--- config.mk ---
export PLATFORM = sky130hd
export DESIGN_NAME = av_core_top
export DESIGN_NICKNAME = d
export VERILOG_FILES = /design/src/logic/av_pkg.sv /design/src/logic/av_core_top.sv /design/src/logic/i2s_serializer.sv /design/src/logic/test_pattern.sv /design/src/logic/video_timing.sv
export SDC_FILE = /design/constraint.sdc
export NUM_CORES = 1
export LEC_CHECK = 0
export BUFFER_PORTS_ARGS = -buffer_cell sky130_fd_sc_hd__buf_2
export CORE_UTILIZATION = 46
export CTS_CLUSTER_DIAMETER = 40
export CTS_CLUSTER_SIZE = 40
export DETAILED_ROUTE_END_ITERATION = 12
export PLACE_DENSITY = 0.71
export SLEW_MARGIN = 10
export SYNTH_ARGS = -nofsm -noshare
export SYNTH_HDL_FRONTEND = slang
export SYNTH_HIERARCHICAL = 1
export SYNTH_SLANG_ARGS = --single-unit
--- constraint.sdc ---
create_clock -name audgen_mclk -period 3.55 [get_ports audgen_mclk]
set_input_delay 0.1775 -clock audgen_mclk [delete_from_list [all_inputs] [get_ports audgen_mclk]]
set_output_delay 0.1775 -clock audgen_mclk [all_outputs]
set_load 0.05 [all_outputs]
--- src/logic/av_pkg.sv ---
////////////////////
// av core shared definitions
// pixel and coordinate types, raster defaults, pattern and i2s constants
////////////////////

package av_pkg;

    ////////////////////
    // types
    ////////////////////

    // raster or screen coordinate
    typedef logic [9:0] coord_t;

    // 8 bits each, red in the top byte
    typedef logic [23:0] rgb_t;

    // one pcm channel sample
    typedef logic signed [15:0] audio_sample_t;

    ////////////////////
    // raster defaults
    ////////////////////

    // 400 x 512 total gives 204800 clocks per frame at 12.288 MHz
    localparam coord_t H_TOTAL_DEF  = 10'd400;
    localparam coord_t H_ACTIVE_DEF = 10'd320;
    localparam coord_t H_BPORCH_DEF = 10'd10;
    localparam coord_t V_TOTAL_DEF  = 10'd512;
    localparam coord_t V_ACTIVE_DEF = 10'd240;
    localparam coord_t V_BPORCH_DEF = 10'd10;

    // line strobe a few columns after the frame strobe
    localparam coord_t HS_COLUMN    = 10'd3;

    ////////////////////
    // test pattern
    ////////////////////

    localparam logic [7:0] BG_LEVEL = 8'd60;
    localparam coord_t SQUARE_SIZE   = 10'd10;
    localparam coord_t SQUARE_X_INIT = 10'd135;
    localparam coord_t SQUARE_Y_INIT = 10'd95;

    ////////////////////
    // i2s format
    ////////////////////

    // mclk cycles per bit clock
    localparam int SCLK_DIV         = 4;
    localparam int BITS_PER_CHANNEL = 32;
    localparam int SAMPLE_BITS      = 16;

endpackage
--- src/logic/av_core_top.sv ---
`timescale 1ns/1ps

////////////////////
// av core top
// raster timing, test pattern and i2s output on the audio master clock
////////////////////

module av_core_top import av_pkg::*; #(
    parameter coord_t H_TOTAL  = H_TOTAL_DEF,
    parameter coord_t H_ACTIVE = H_ACTIVE_DEF,
    parameter coord_t H_BPORCH = H_BPORCH_DEF,
    parameter coord_t V_TOTAL  = V_TOTAL_DEF,
    parameter coord_t V_ACTIVE = V_ACTIVE_DEF,
    parameter coord_t V_BPORCH = V_BPORCH_DEF
) (
    input  logic          audgen_mclk,
    input  logic          reset_n,
    input  audio_sample_t audio_left,
    input  audio_sample_t audio_right,
    output rgb_t          video_rgb,
    output logic          video_de,
    output logic          video_vs,
    output logic          video_hs,
    output logic          audio_sclk,
    output logic          audio_lrck,
    output logic          audio_dac
);

    // raster position from timing to pattern
    coord_t x_count;
    coord_t y_count;
    logic   active;
    logic   frame_end;

    ////////////////////
    // video
    ////////////////////

    video_timing #(
        .H_TOTAL  (H_TOTAL),
        .H_ACTIVE (H_ACTIVE),
        .H_BPORCH (H_BPORCH),
        .V_TOTAL  (V_TOTAL),
        .V_ACTIVE (V_ACTIVE),
        .V_BPORCH (V_BPORCH)
    ) u_video_timing (
        .audgen_mclk (audgen_mclk),
        .reset_n     (reset_n),
        .x_count     (x_count),
        .y_count     (y_count),
        .active      (active),
        .frame_end   (frame_end),
        .video_vs    (video_vs),
        .video_hs    (video_hs)
    );

    test_pattern #(
        .H_TOTAL  (H_TOTAL),
        .H_ACTIVE (H_ACTIVE),
        .H_BPORCH (H_BPORCH),
        .V_TOTAL  (V_TOTAL),
        .V_ACTIVE (V_ACTIVE),
        .V_BPORCH (V_BPORCH)
    ) u_test_pattern (
        .audgen_mclk (audgen_mclk),
        .reset_n     (reset_n),
        .x_count     (x_count),
        .y_count     (y_count),
        .active      (active),
        .frame_end   (frame_end),
        .video_rgb   (video_rgb),
        .video_de    (video_de)
    );

    ////////////////////
    // audio
    ////////////////////

    // 48 kHz frames, mclk / 4 bit clock
    i2s_serializer u_i2s_serializer (
        .audgen_mclk (audgen_mclk),
        .reset_n     (reset_n),
        .audio_left  (audio_left),
        .audio_right (audio_right),
        .audio_sclk  (audio_sclk),
        .audio_lrck  (audio_lrck),
        .audio_dac   (audio_dac)
    );

endmodule

--- src/logic/i2s_serializer.sv ---
`timescale 1ns/1ps

////////////////////
// i2s serializer
// bit clock and word select from a free running phase counter,
// 16-bit samples msb first then zero padding per channel
////////////////////

module i2s_serializer import av_pkg::*; (
    input  logic          audgen_mclk,
    input  logic          reset_n,
    input  audio_sample_t audio_left,
    input  audio_sample_t audio_right,
    output logic          audio_sclk,
    output logic          audio_lrck,
    output logic          audio_dac
);

    // phase bits: divider, then bit index, then channel
    localparam int DIV_W      = $clog2(SCLK_DIV);
    localparam int FRAME_BITS = 2 * BITS_PER_CHANNEL;
    localparam int PHASE_W    = $clog2(SCLK_DIV * FRAME_BITS);
    localparam int PAD_BITS   = BITS_PER_CHANNEL - SAMPLE_BITS;

    logic [PHASE_W-1:0]    phase;
    logic [FRAME_BITS-1:0] shift_reg;
    logic                  frame_wrap;
    logic                  bit_end;

    // last mclk of the audio frame and of each bit
    assign frame_wrap = (phase == '1);
    assign bit_end    = (phase[DIV_W-1:0] == DIV_W'(SCLK_DIV - 1));

    ////////////////////
    // phase counter
    ////////////////////

    always_ff @(posedge audgen_mclk or negedge reset_n) begin
        if (!reset_n) begin
            phase <= '0;
        end else begin
            phase <= phase + 1'b1;
        end
    end

    // sclk low for the first half of each bit, lrck high for right
    assign audio_sclk = phase[DIV_W-1];
    assign audio_lrck = phase[PHASE_W-1];

    ////////////////////
    // sample shifter
    ////////////////////

    // whole frame loaded at the wrap, zeros go out until then
    always_ff @(posedge audgen_mclk or negedge reset_n) begin
        if (!reset_n) begin
            shift_reg <= '0;
        end else if (frame_wrap) begin
            shift_reg <= {audio_left, {PAD_BITS{1'b0}}, audio_right, {PAD_BITS{1'b0}}};
        end else if (bit_end) begin
            shift_reg <= {shift_reg[FRAME_BITS-2:0], 1'b0};
        end
    end

    assign audio_dac = shift_reg[FRAME_BITS-1];

    a_lrck_sclk_low: assert property (@(posedge audgen_mclk) disable iff (!reset_n)
        $changed(audio_lrck) |-> !audio_sclk);
    // padding half of each channel stays silent
    a_pad_zero: assert property (@(posedge audgen_mclk) disable iff (!reset_n)
        (phase[PHASE_W-2:DIV_W] >= SAMPLE_BITS) |-> !audio_dac);

endmodule

--- src/logic/test_pattern.sv ---
`timescale 1ns/1ps

////////////////////
// test pattern generator
// gray field with a black square stepping one pixel diagonally per frame
////////////////////

module test_pattern import av_pkg::*; #(
    parameter coord_t H_TOTAL  = H_TOTAL_DEF,
    parameter coord_t H_ACTIVE = H_ACTIVE_DEF,
    parameter coord_t H_BPORCH = H_BPORCH_DEF,
    parameter coord_t V_TOTAL  = V_TOTAL_DEF,
    parameter coord_t V_ACTIVE = V_ACTIVE_DEF,
    parameter coord_t V_BPORCH = V_BPORCH_DEF
) (
    input  logic   audgen_mclk,
    input  logic   reset_n,
    input  coord_t x_count,
    input  coord_t y_count,
    input  logic   active,
    input  logic   frame_end,
    output rgb_t   video_rgb,
    output logic   video_de
);

    coord_t visible_x;
    coord_t visible_y;
    coord_t square_x;
    coord_t square_y;
    logic   in_square;

    // screen coordinates, only meaningful inside the active window
    assign visible_x = x_count - H_BPORCH;
    assign visible_y = y_count - V_BPORCH;

    assign in_square = (visible_x >= square_x) && (visible_x < square_x + SQUARE_SIZE) &&
                       (visible_y >= square_y) && (visible_y < square_y + SQUARE_SIZE);

    ////////////////////
    // square position
    ////////////////////

    // steps once per frame, each axis wraps on its own
    always_ff @(posedge audgen_mclk or negedge reset_n) begin
        if (!reset_n) begin
            square_x <= SQUARE_X_INIT;
            square_y <= SQUARE_Y_INIT;
        end else if (frame_end) begin
            if (square_x == H_ACTIVE - SQUARE_SIZE) begin
                square_x <= '0;
            end else begin
                square_x <= square_x + 1'b1;
            end
            if (square_y == V_ACTIVE - SQUARE_SIZE) begin
                square_y <= '0;
            end else begin
                square_y <= square_y + 1'b1;
            end
        end
    end

    ////////////////////
    // pixel output
    ////////////////////

    // one cycle behind the counters
    always_ff @(posedge audgen_mclk or negedge reset_n) begin
        if (!reset_n) begin
            video_de  <= 1'b0;
            video_rgb <= '0;
        end else begin
            video_de <= active;
            // blanking and square are black
            if (active && !in_square) begin
                video_rgb <= {BG_LEVEL, BG_LEVEL, BG_LEVEL};
            end else begin
                video_rgb <= '0;
            end
        end
    end

    a_blank_black: assert property (@(posedge audgen_mclk) disable iff (!reset_n)
        !video_de |-> (video_rgb == '0));

endmodule

--- src/logic/video_timing.sv ---
`timescale 1ns/1ps

////////////////////
// video raster timing
// column and line counters, single-cycle frame and line strobes
// and the visible window flag
////////////////////

module video_timing import av_pkg::*; #(
    parameter coord_t H_TOTAL  = H_TOTAL_DEF,
    parameter coord_t H_ACTIVE = H_ACTIVE_DEF,
    parameter coord_t H_BPORCH = H_BPORCH_DEF,
    parameter coord_t V_TOTAL  = V_TOTAL_DEF,
    parameter coord_t V_ACTIVE = V_ACTIVE_DEF,
    parameter coord_t V_BPORCH = V_BPORCH_DEF
) (
    input  logic   audgen_mclk,
    input  logic   reset_n,
    output coord_t x_count,
    output coord_t y_count,
    output logic   active,
    output logic   frame_end,
    output logic   video_vs,
    output logic   video_hs
);

    // low for the first cycle after reset, raster holds at (0,0)
    logic   running;
    coord_t x_next;
    coord_t y_next;

    ////////////////////
    // next raster position
    ////////////////////

    always_comb begin
        x_next = x_count;
        y_next = y_count;
        if (running) begin
            if (x_count == H_TOTAL - 1'b1) begin
                x_next = '0;
                // last column, step the line
                if (y_count == V_TOTAL - 1'b1) begin
                    y_next = '0;
                end else begin
                    y_next = y_count + 1'b1;
                end
            end else begin
                x_next = x_count + 1'b1;
            end
        end
    end

    ////////////////////
    // counters and strobes
    ////////////////////

    // flags decoded from the next position so they line up with the counters
    always_ff @(posedge audgen_mclk or negedge reset_n) begin
        if (!reset_n) begin
            running   <= 1'b0;
            x_count   <= '0;
            y_count   <= '0;
            active    <= 1'b0;
            frame_end <= 1'b0;
            video_vs  <= 1'b0;
            video_hs  <= 1'b0;
        end else begin
            running   <= 1'b1;
            x_count   <= x_next;
            y_count   <= y_next;
            // new frame at the raster origin
            video_vs  <= (x_next == '0) && (y_next == '0);
            // new line, kept clear of the frame strobe
            video_hs  <= (x_next == HS_COLUMN);
            active    <= (x_next >= H_BPORCH) && (x_next < H_BPORCH + H_ACTIVE) &&
                         (y_next >= V_BPORCH) && (y_next < V_BPORCH + V_ACTIVE);
            frame_end <= (x_next == H_TOTAL - 1'b1) && (y_next == V_TOTAL - 1'b1);
        end
    end

    // strobes never stretch past one cycle
    a_vs_single: assert property (@(posedge audgen_mclk) disable iff (!reset_n)
        video_vs |=> !video_vs);
    a_hs_single: assert property (@(posedge audgen_mclk) disable iff (!reset_n)
        video_hs |=> !video_hs);
    a_x_range: assert property (@(posedge audgen_mclk) disable iff (!reset_n)
        x_count < H_TOTAL);

endmodule

# After elaboration in Yosys (flattened, before gate mapping)
# Cells that the tools add are included.
# totals
ff_bits,140
in_bits,34
output_inout_bits,30
word_cells,62
# op_classes
add_sub_neg,9
order_cmp,8
eq_ne,9
n_mux,10
reduce_logical,13
# ops
cell,n
64-bit two-way mux,2
10-bit two-way mux,7
"10-bit by 9-bit equality test with 1-bit output, second input constant",5
"10-bit by 1-bit adder with 10-bit output, second input constant",4
22-bit two-way mux,1
"10-bit by 4-bit adder with 10-bit output, second input constant",2
10-bit >= comparator,2
"10-bit by 4-bit >= comparator with 1-bit output, second input constant",2
10-bit logical NOT,2
10-bit less-than comparator,2
"10-bit by 4-bit subtractor with 10-bit output, second input constant",2
"10-bit by 2-bit equality test with 1-bit output, second input constant",1
"10-bit by 8-bit equality test with 1-bit output, second input constant",1
"10-bit by 8-bit less-than comparator with 1-bit output, second input constant",1
"10-bit by 9-bit less-than comparator with 1-bit output, second input constant",1
1-bit logical AND,9
"8-bit by 1-bit adder with 8-bit output, second input constant",1
"8-bit equality test, second input constant",1
"2-bit equality test, second input constant",1
2-bit nonzero test,1
1-bit logical NOT,1

# Depth between registers and ports, before layout
# logic_depth
word_depth,8
depth_mapped,12
mapped_depth_nobuf,12

# Cells and area by module
# The synthesis kept the hierarchy.
# by_module_without_submodules
module,instances,cells_each,area_each_um2
test_pattern,1,301,2577.5
i2s_serializer,1,276,2522.4
video_timing,1,152,1507.7

# Least setup slack after synthesis
# Ideal clock, no wire load.
# synth_path
path_kind,register to register
startpoint,register u_video_timing.y_count[1]
endpoint,register u_test_pattern.video_rgb[20]
setup_time_ns,0.142
t_arrival_ns,2.403
t_required_ns,3.408
path_slack_ns,1.006
path_stages_with_launch,13
n_path_buf,0
synth_period_minus_slack_ns,2.544
path_cell_list,dfrtp_1 -> inv_1 -> ha_1 -> inv_1 -> a2111o_1 -> nor3_1 -> xor2_1 -> ha_1 -> and4_1 -> o21ai_0 -> a21oi_1 -> o31ai_1 -> o221ai_1
# synth_between
elab_chain_cells,7
elab_cells_between_ends,8
classes_between,add/sub: 1; order compare: 2; mux: 1; reduce/logical: 4
# synth_lines
element,line,text
"start, declared",video_timing.sv:20,"output coord_t y_count,"
"start signal, assigned",video_timing.sv:71,y_count <= y_next;
10-bit by 4-bit subtractor with 10-bit output (*),test_pattern.sv:34,assign visible_y = y_count - V_BPORCH;
10-bit >= comparator,test_pattern.sv:37,(visible_y >= square_y) && (visible_y < square_y + SQUARE_SIZE);
1-bit logical AND,test_pattern.sv:36,assign in_square = (visible_x >= square_x) && (visible_x < square_x + SQUARE_SIZE) &&
1-bit logical AND (*),test_pattern.sv:37,
1-bit logical NOT (*),test_pattern.sv:74,if (active && !in_square) begin
1-bit logical AND (*),test_pattern.sv:74,
22-bit two-way mux (*),test_pattern.sv:74,
"end signal, assigned",test_pattern.sv:75,"video_rgb <= {BG_LEVEL, BG_LEVEL, BG_LEVEL};"
"end, declared",test_pattern.sv:22,"output rgb_t video_rgb,"
# Every way passes the cells marked *; elsewhere a longest branch is shown, timed or not.
# A chain may end at the register's enable or synchronous reset.

# Worst setup path after layout
# Same ends and word-level chain as after synthesis.

==> out/summary.txt <==
Site row count -> 43
Design Power -> 3.26 mW
Fraction of registers with async set/reset -> 100%
Kind of capture point of the worst setup path -> register
Leak Pwr -> 3.07 nW
Inserted Diodes -> 0
Dominant register cell in the synthesized netlist -> sky130_fd_sc_hd__dfrtp_1
Number of failing hold endpoints at the final stage -> 0
Outcome -> finished clean
Synth Area per Inst -> 9.06 um^2
Area growth from synthesis to layout -> 7.99%
Top library cells by usage in the layout, fill and taps aside -> sky130_fd_sc_hd__dfrtp_1, sky130_fd_sc_hd__nor2_1, sky130_fd_sc_hd__inv_1, sky130_fd_sc_hd__buf_2
Overall fraction of global-route tracks in use -> 20.2%
Post-placement setup slack -> 0.774 ns
Crit path kind -> reg2reg
Number of synthesized register bits -> 103
Number of cells on the critical path -> 12
Max_slew headroom -> 27.3%
Pins Over Slew Limit -> 0
Number of top-level pins -> 64
Worst Hold Path Cells -> 2
Total of max-cap violations -> 0
Crit-path slowest cell -> sky130_fd_sc_hd__dfrtp_1
Share of post-route cells with drive strength above 1 -> 13.5%
RSZ-0062 raised after global routing -> no
Number of synthesized flops with an enable pin -> 0
Remaining design rule violation count -> 0
Final worst path period need -> 2.78 ns
Nature of the critical path startpoint -> register
Maximum number of buffers from clock root to sink -> 2
Class of the tightest hold or removal check -> in2reg
Post-detailed-route via-to-cell ratio -> 5.73
Clock slew at the register clock pins of the worst setup and hold paths -> 0.08 ns
Final #Nets -> 831
Measured slew at the worst slew-check pin -> 1.09 ns
Die outline width -> 122 um
Post-CTS setup-driven buffer insertion count -> 0
Total power per unit cell area -> 457 mW/mm^2
Synth Cell Area -> 0.00661 mm^2
Worst Hold Margin -> 0.0653 ns
Instance count of the mapped netlist -> 729
Highest clock rate -> 359 MHz
Max reg flops -> 48
Effective utilization at floorplan -> 47.4%
CTS buffer count -> 9
Number of distinct library cells after synthesis -> 73
Vias in the first global route -> 5178
Final worst-path cycle share -> 78.4%
Largest net degree at the start of global routing -> 54
Cell family with most CP delay -> compound AO/OA/AOI/OAI gates
Area of the core -> 0.0139 mm^2
Sink count of the clock tree -> 103
Placed wire-length estimate -> 10100 um
Detailed-router iteration count before antenna repair -> 7
Grt ovf -> 0
WL/cell -> 14.9 um
Initial antenna violation count -> 0
Worst R2R Path Depth -> 12
Cell at the root of the clock tree -> sky130_fd_sc_hd__clkbuf_16
Crit-path max FO -> 7
Worst EP required -> 3.77 ns
Max IR drop VDD -> 0.292 mV
Initial DRC Count -> 281
Number of warning messages in the yosys log -> 6
Clock tree from TritonCTS -> done
Post-CTS sizing -> 0
Worst-case setup margin in the final layout -> 0.765 ns
Ordered cell list for the critical path -> inv_1 -> ha_1 -> inv_1 -> a2111o_1 -> nor3_1 -> xor2_1 -> ha_1 -> and4_1 -> o21ai_0 -> a21oi_1 -> o31ai_1 -> o221ai_1
GPL Wtd Cong -> 0.876
Clock latency at the later pin of the worst-skew pair -> 0.36 ns
Critical path data arrival time -> 3.01 ns
Hold-fix buffers at CTS -> 1
Sum of negative setup slack -> 0 ns
Commonest non-fill, non-tap cell in the layout -> sky130_fd_sc_hd__dfrtp_1
H-tree depth -> 3
Share of synthesized area occupied by flip-flops and latches -> 39.2%
Routed wire length -> 13900 um
Max stage delay on crit path -> 0.45 ns
Number of nets with antenna violations after routing -> 0
Post-route clock skew -> 0.00871 ns
Number of buffer and inverter stages on the critical path -> 2
DR vias -> 5350
Global-route wire length before repair -> 24100 um
Final number of setup-violating endpoints -> 0
Die H -> 122 um
Port Buf Inserts -> 51
Floorplan die area -> 0.0148 mm^2
-- kinds of logic after synthesis --
kind of cell               synth area share [%]
and+or+nand+nor                            19.8
AOI/OAI and AO/OA                          15.7
buffers and inverters                      8.33
DFF                                        39.2
xor gates and xnor gates                   6.76
adders and majority gates                  9.28
muxes                                     0.795
other                                     0.114
-- stage by stage --
step	util [%]	instance area (um^2)	cells
2_1_floorplan	-	6650	740
3_3_place_gp	49.1	6840	916
3_5_place_dp	49.1	6840	916
4_1_cts	51.2	7140	933
5_1_grt	51.2	7140	933
6_report	51.2	7140	933
-- per-layer routing --
layer / part of all wire [%] / GRT usage (%) / wire, um / up-vias
met3: 5.0 / 4.73 / 694 / 15
met5: 0 / 0 / 0 / -
li1: - / - / - / 2602
met1: 45 / 25.8 / 6290 / 2579
met2: 49 / 33.8 / 6760 / 154
met4: 1.4 / 6.02 / 200 / 0
-- path summary, 6_finish.rpt --
check / startpoint / end / slack (ns)
worst max-delay path: u_video_timing/y_count[1] / u_test_pattern/video_rgb[20] / 0.77
worst min-delay path: audio_right[0] / u_i2s_serializer/shift_reg[16] / 0.07
worst max register to register: u_video_timing/y_count[1] / u_test_pattern/video_rgb[20] / 0.77
worst min register to register: u_i2s_serializer/phase[0] / u_i2s_serializer/phase[0] / 0.46
max in group asynchronous: reset_n / u_video_timing/video_vs / 2.39
min in group asynchronous: reset_n / u_video_timing/frame_end / 0.34
-- where the power goes --
| group | leakage [nW] | switching, mW | total, mW | internal [mW] |
|---|---|---|---|---|
| sequential | 1.28 | 0.107 | 1.32 | 1.21 |
| combinational | 1.65 | 0.556 | 0.950 | 0.394 |
| clock | 0.143 | 0.489 | 0.987 | 0.498 |
-- final cells by class --
cell class	count	area, um^2
Inverter	52	195
Clock inverter	6	60.1
Clock buffer	10	229
Sequential cell	103	2590
Tap cell	180	225
Fill cell	1251	6800
Timing Repair Buffer	58	325
Multi-Input combinational cell	524	3510
-- cells in the mapped netlist, types with 5 or more instances --
master / count / share of area, %
sky130_fd_sc_hd__a211oi_1: 5 / 0.57
sky130_fd_sc_hd__a21oi_1: 25 / 1.9
sky130_fd_sc_hd__a31oi_1: 34 / 3.2
sky130_fd_sc_hd__and4_1: 7 / 0.93
sky130_fd_sc_hd__buf_2: 14 / 1.1
sky130_fd_sc_hd__buf_4: 27 / 3.1
sky130_fd_sc_hd__clkbuf_1: 15 / 0.85
sky130_fd_sc_hd__dfrtp_1: 93 / 35
sky130_fd_sc_hd__dfstp_2: 10 / 4.0
sky130_fd_sc_hd__ha_1: 49 / 9.3
sky130_fd_sc_hd__inv_1: 51 / 2.9
sky130_fd_sc_hd__nand2_1: 45 / 2.6
sky130_fd_sc_hd__nand2b_1: 5 / 0.47
sky130_fd_sc_hd__nand3_1: 48 / 3.6
sky130_fd_sc_hd__nand4_1: 16 / 1.5
sky130_fd_sc_hd__nor2_1: 55 / 3.1
sky130_fd_sc_hd__nor3_1: 11 / 0.83
sky130_fd_sc_hd__nor4_1: 8 / 0.76
sky130_fd_sc_hd__o211ai_1: 5 / 0.57
sky130_fd_sc_hd__o21ai_0: 13 / 0.98
sky130_fd_sc_hd__o21ai_1: 40 / 3.0
sky130_fd_sc_hd__o22ai_1: 19 / 1.8
sky130_fd_sc_hd__xnor2_1: 37 / 4.9
sky130_fd_sc_hd__xor2_1: 14 / 1.9
-- worst register-to-register path, stage by stage (launching register included) --
cell and delay, ns:
sky130_fd_sc_hd__dfrtp_1 0.45, sky130_fd_sc_hd__inv_1 0.13, sky130_fd_sc_hd__ha_1 0.20, sky130_fd_sc_hd__inv_1 0.06, sky130_fd_sc_hd__a2111o_1 0.39, sky130_fd_sc_hd__nor3_1 0.19
sky130_fd_sc_hd__xor2_1 0.24, sky130_fd_sc_hd__ha_1 0.27, sky130_fd_sc_hd__and4_1 0.20, sky130_fd_sc_hd__o21ai_0 0.06, sky130_fd_sc_hd__a21oi_1 0.06, sky130_fd_sc_hd__o31ai_1 0.24
sky130_fd_sc_hd__o221ai_1 0.15
Power figures use the tool's default switching activity.
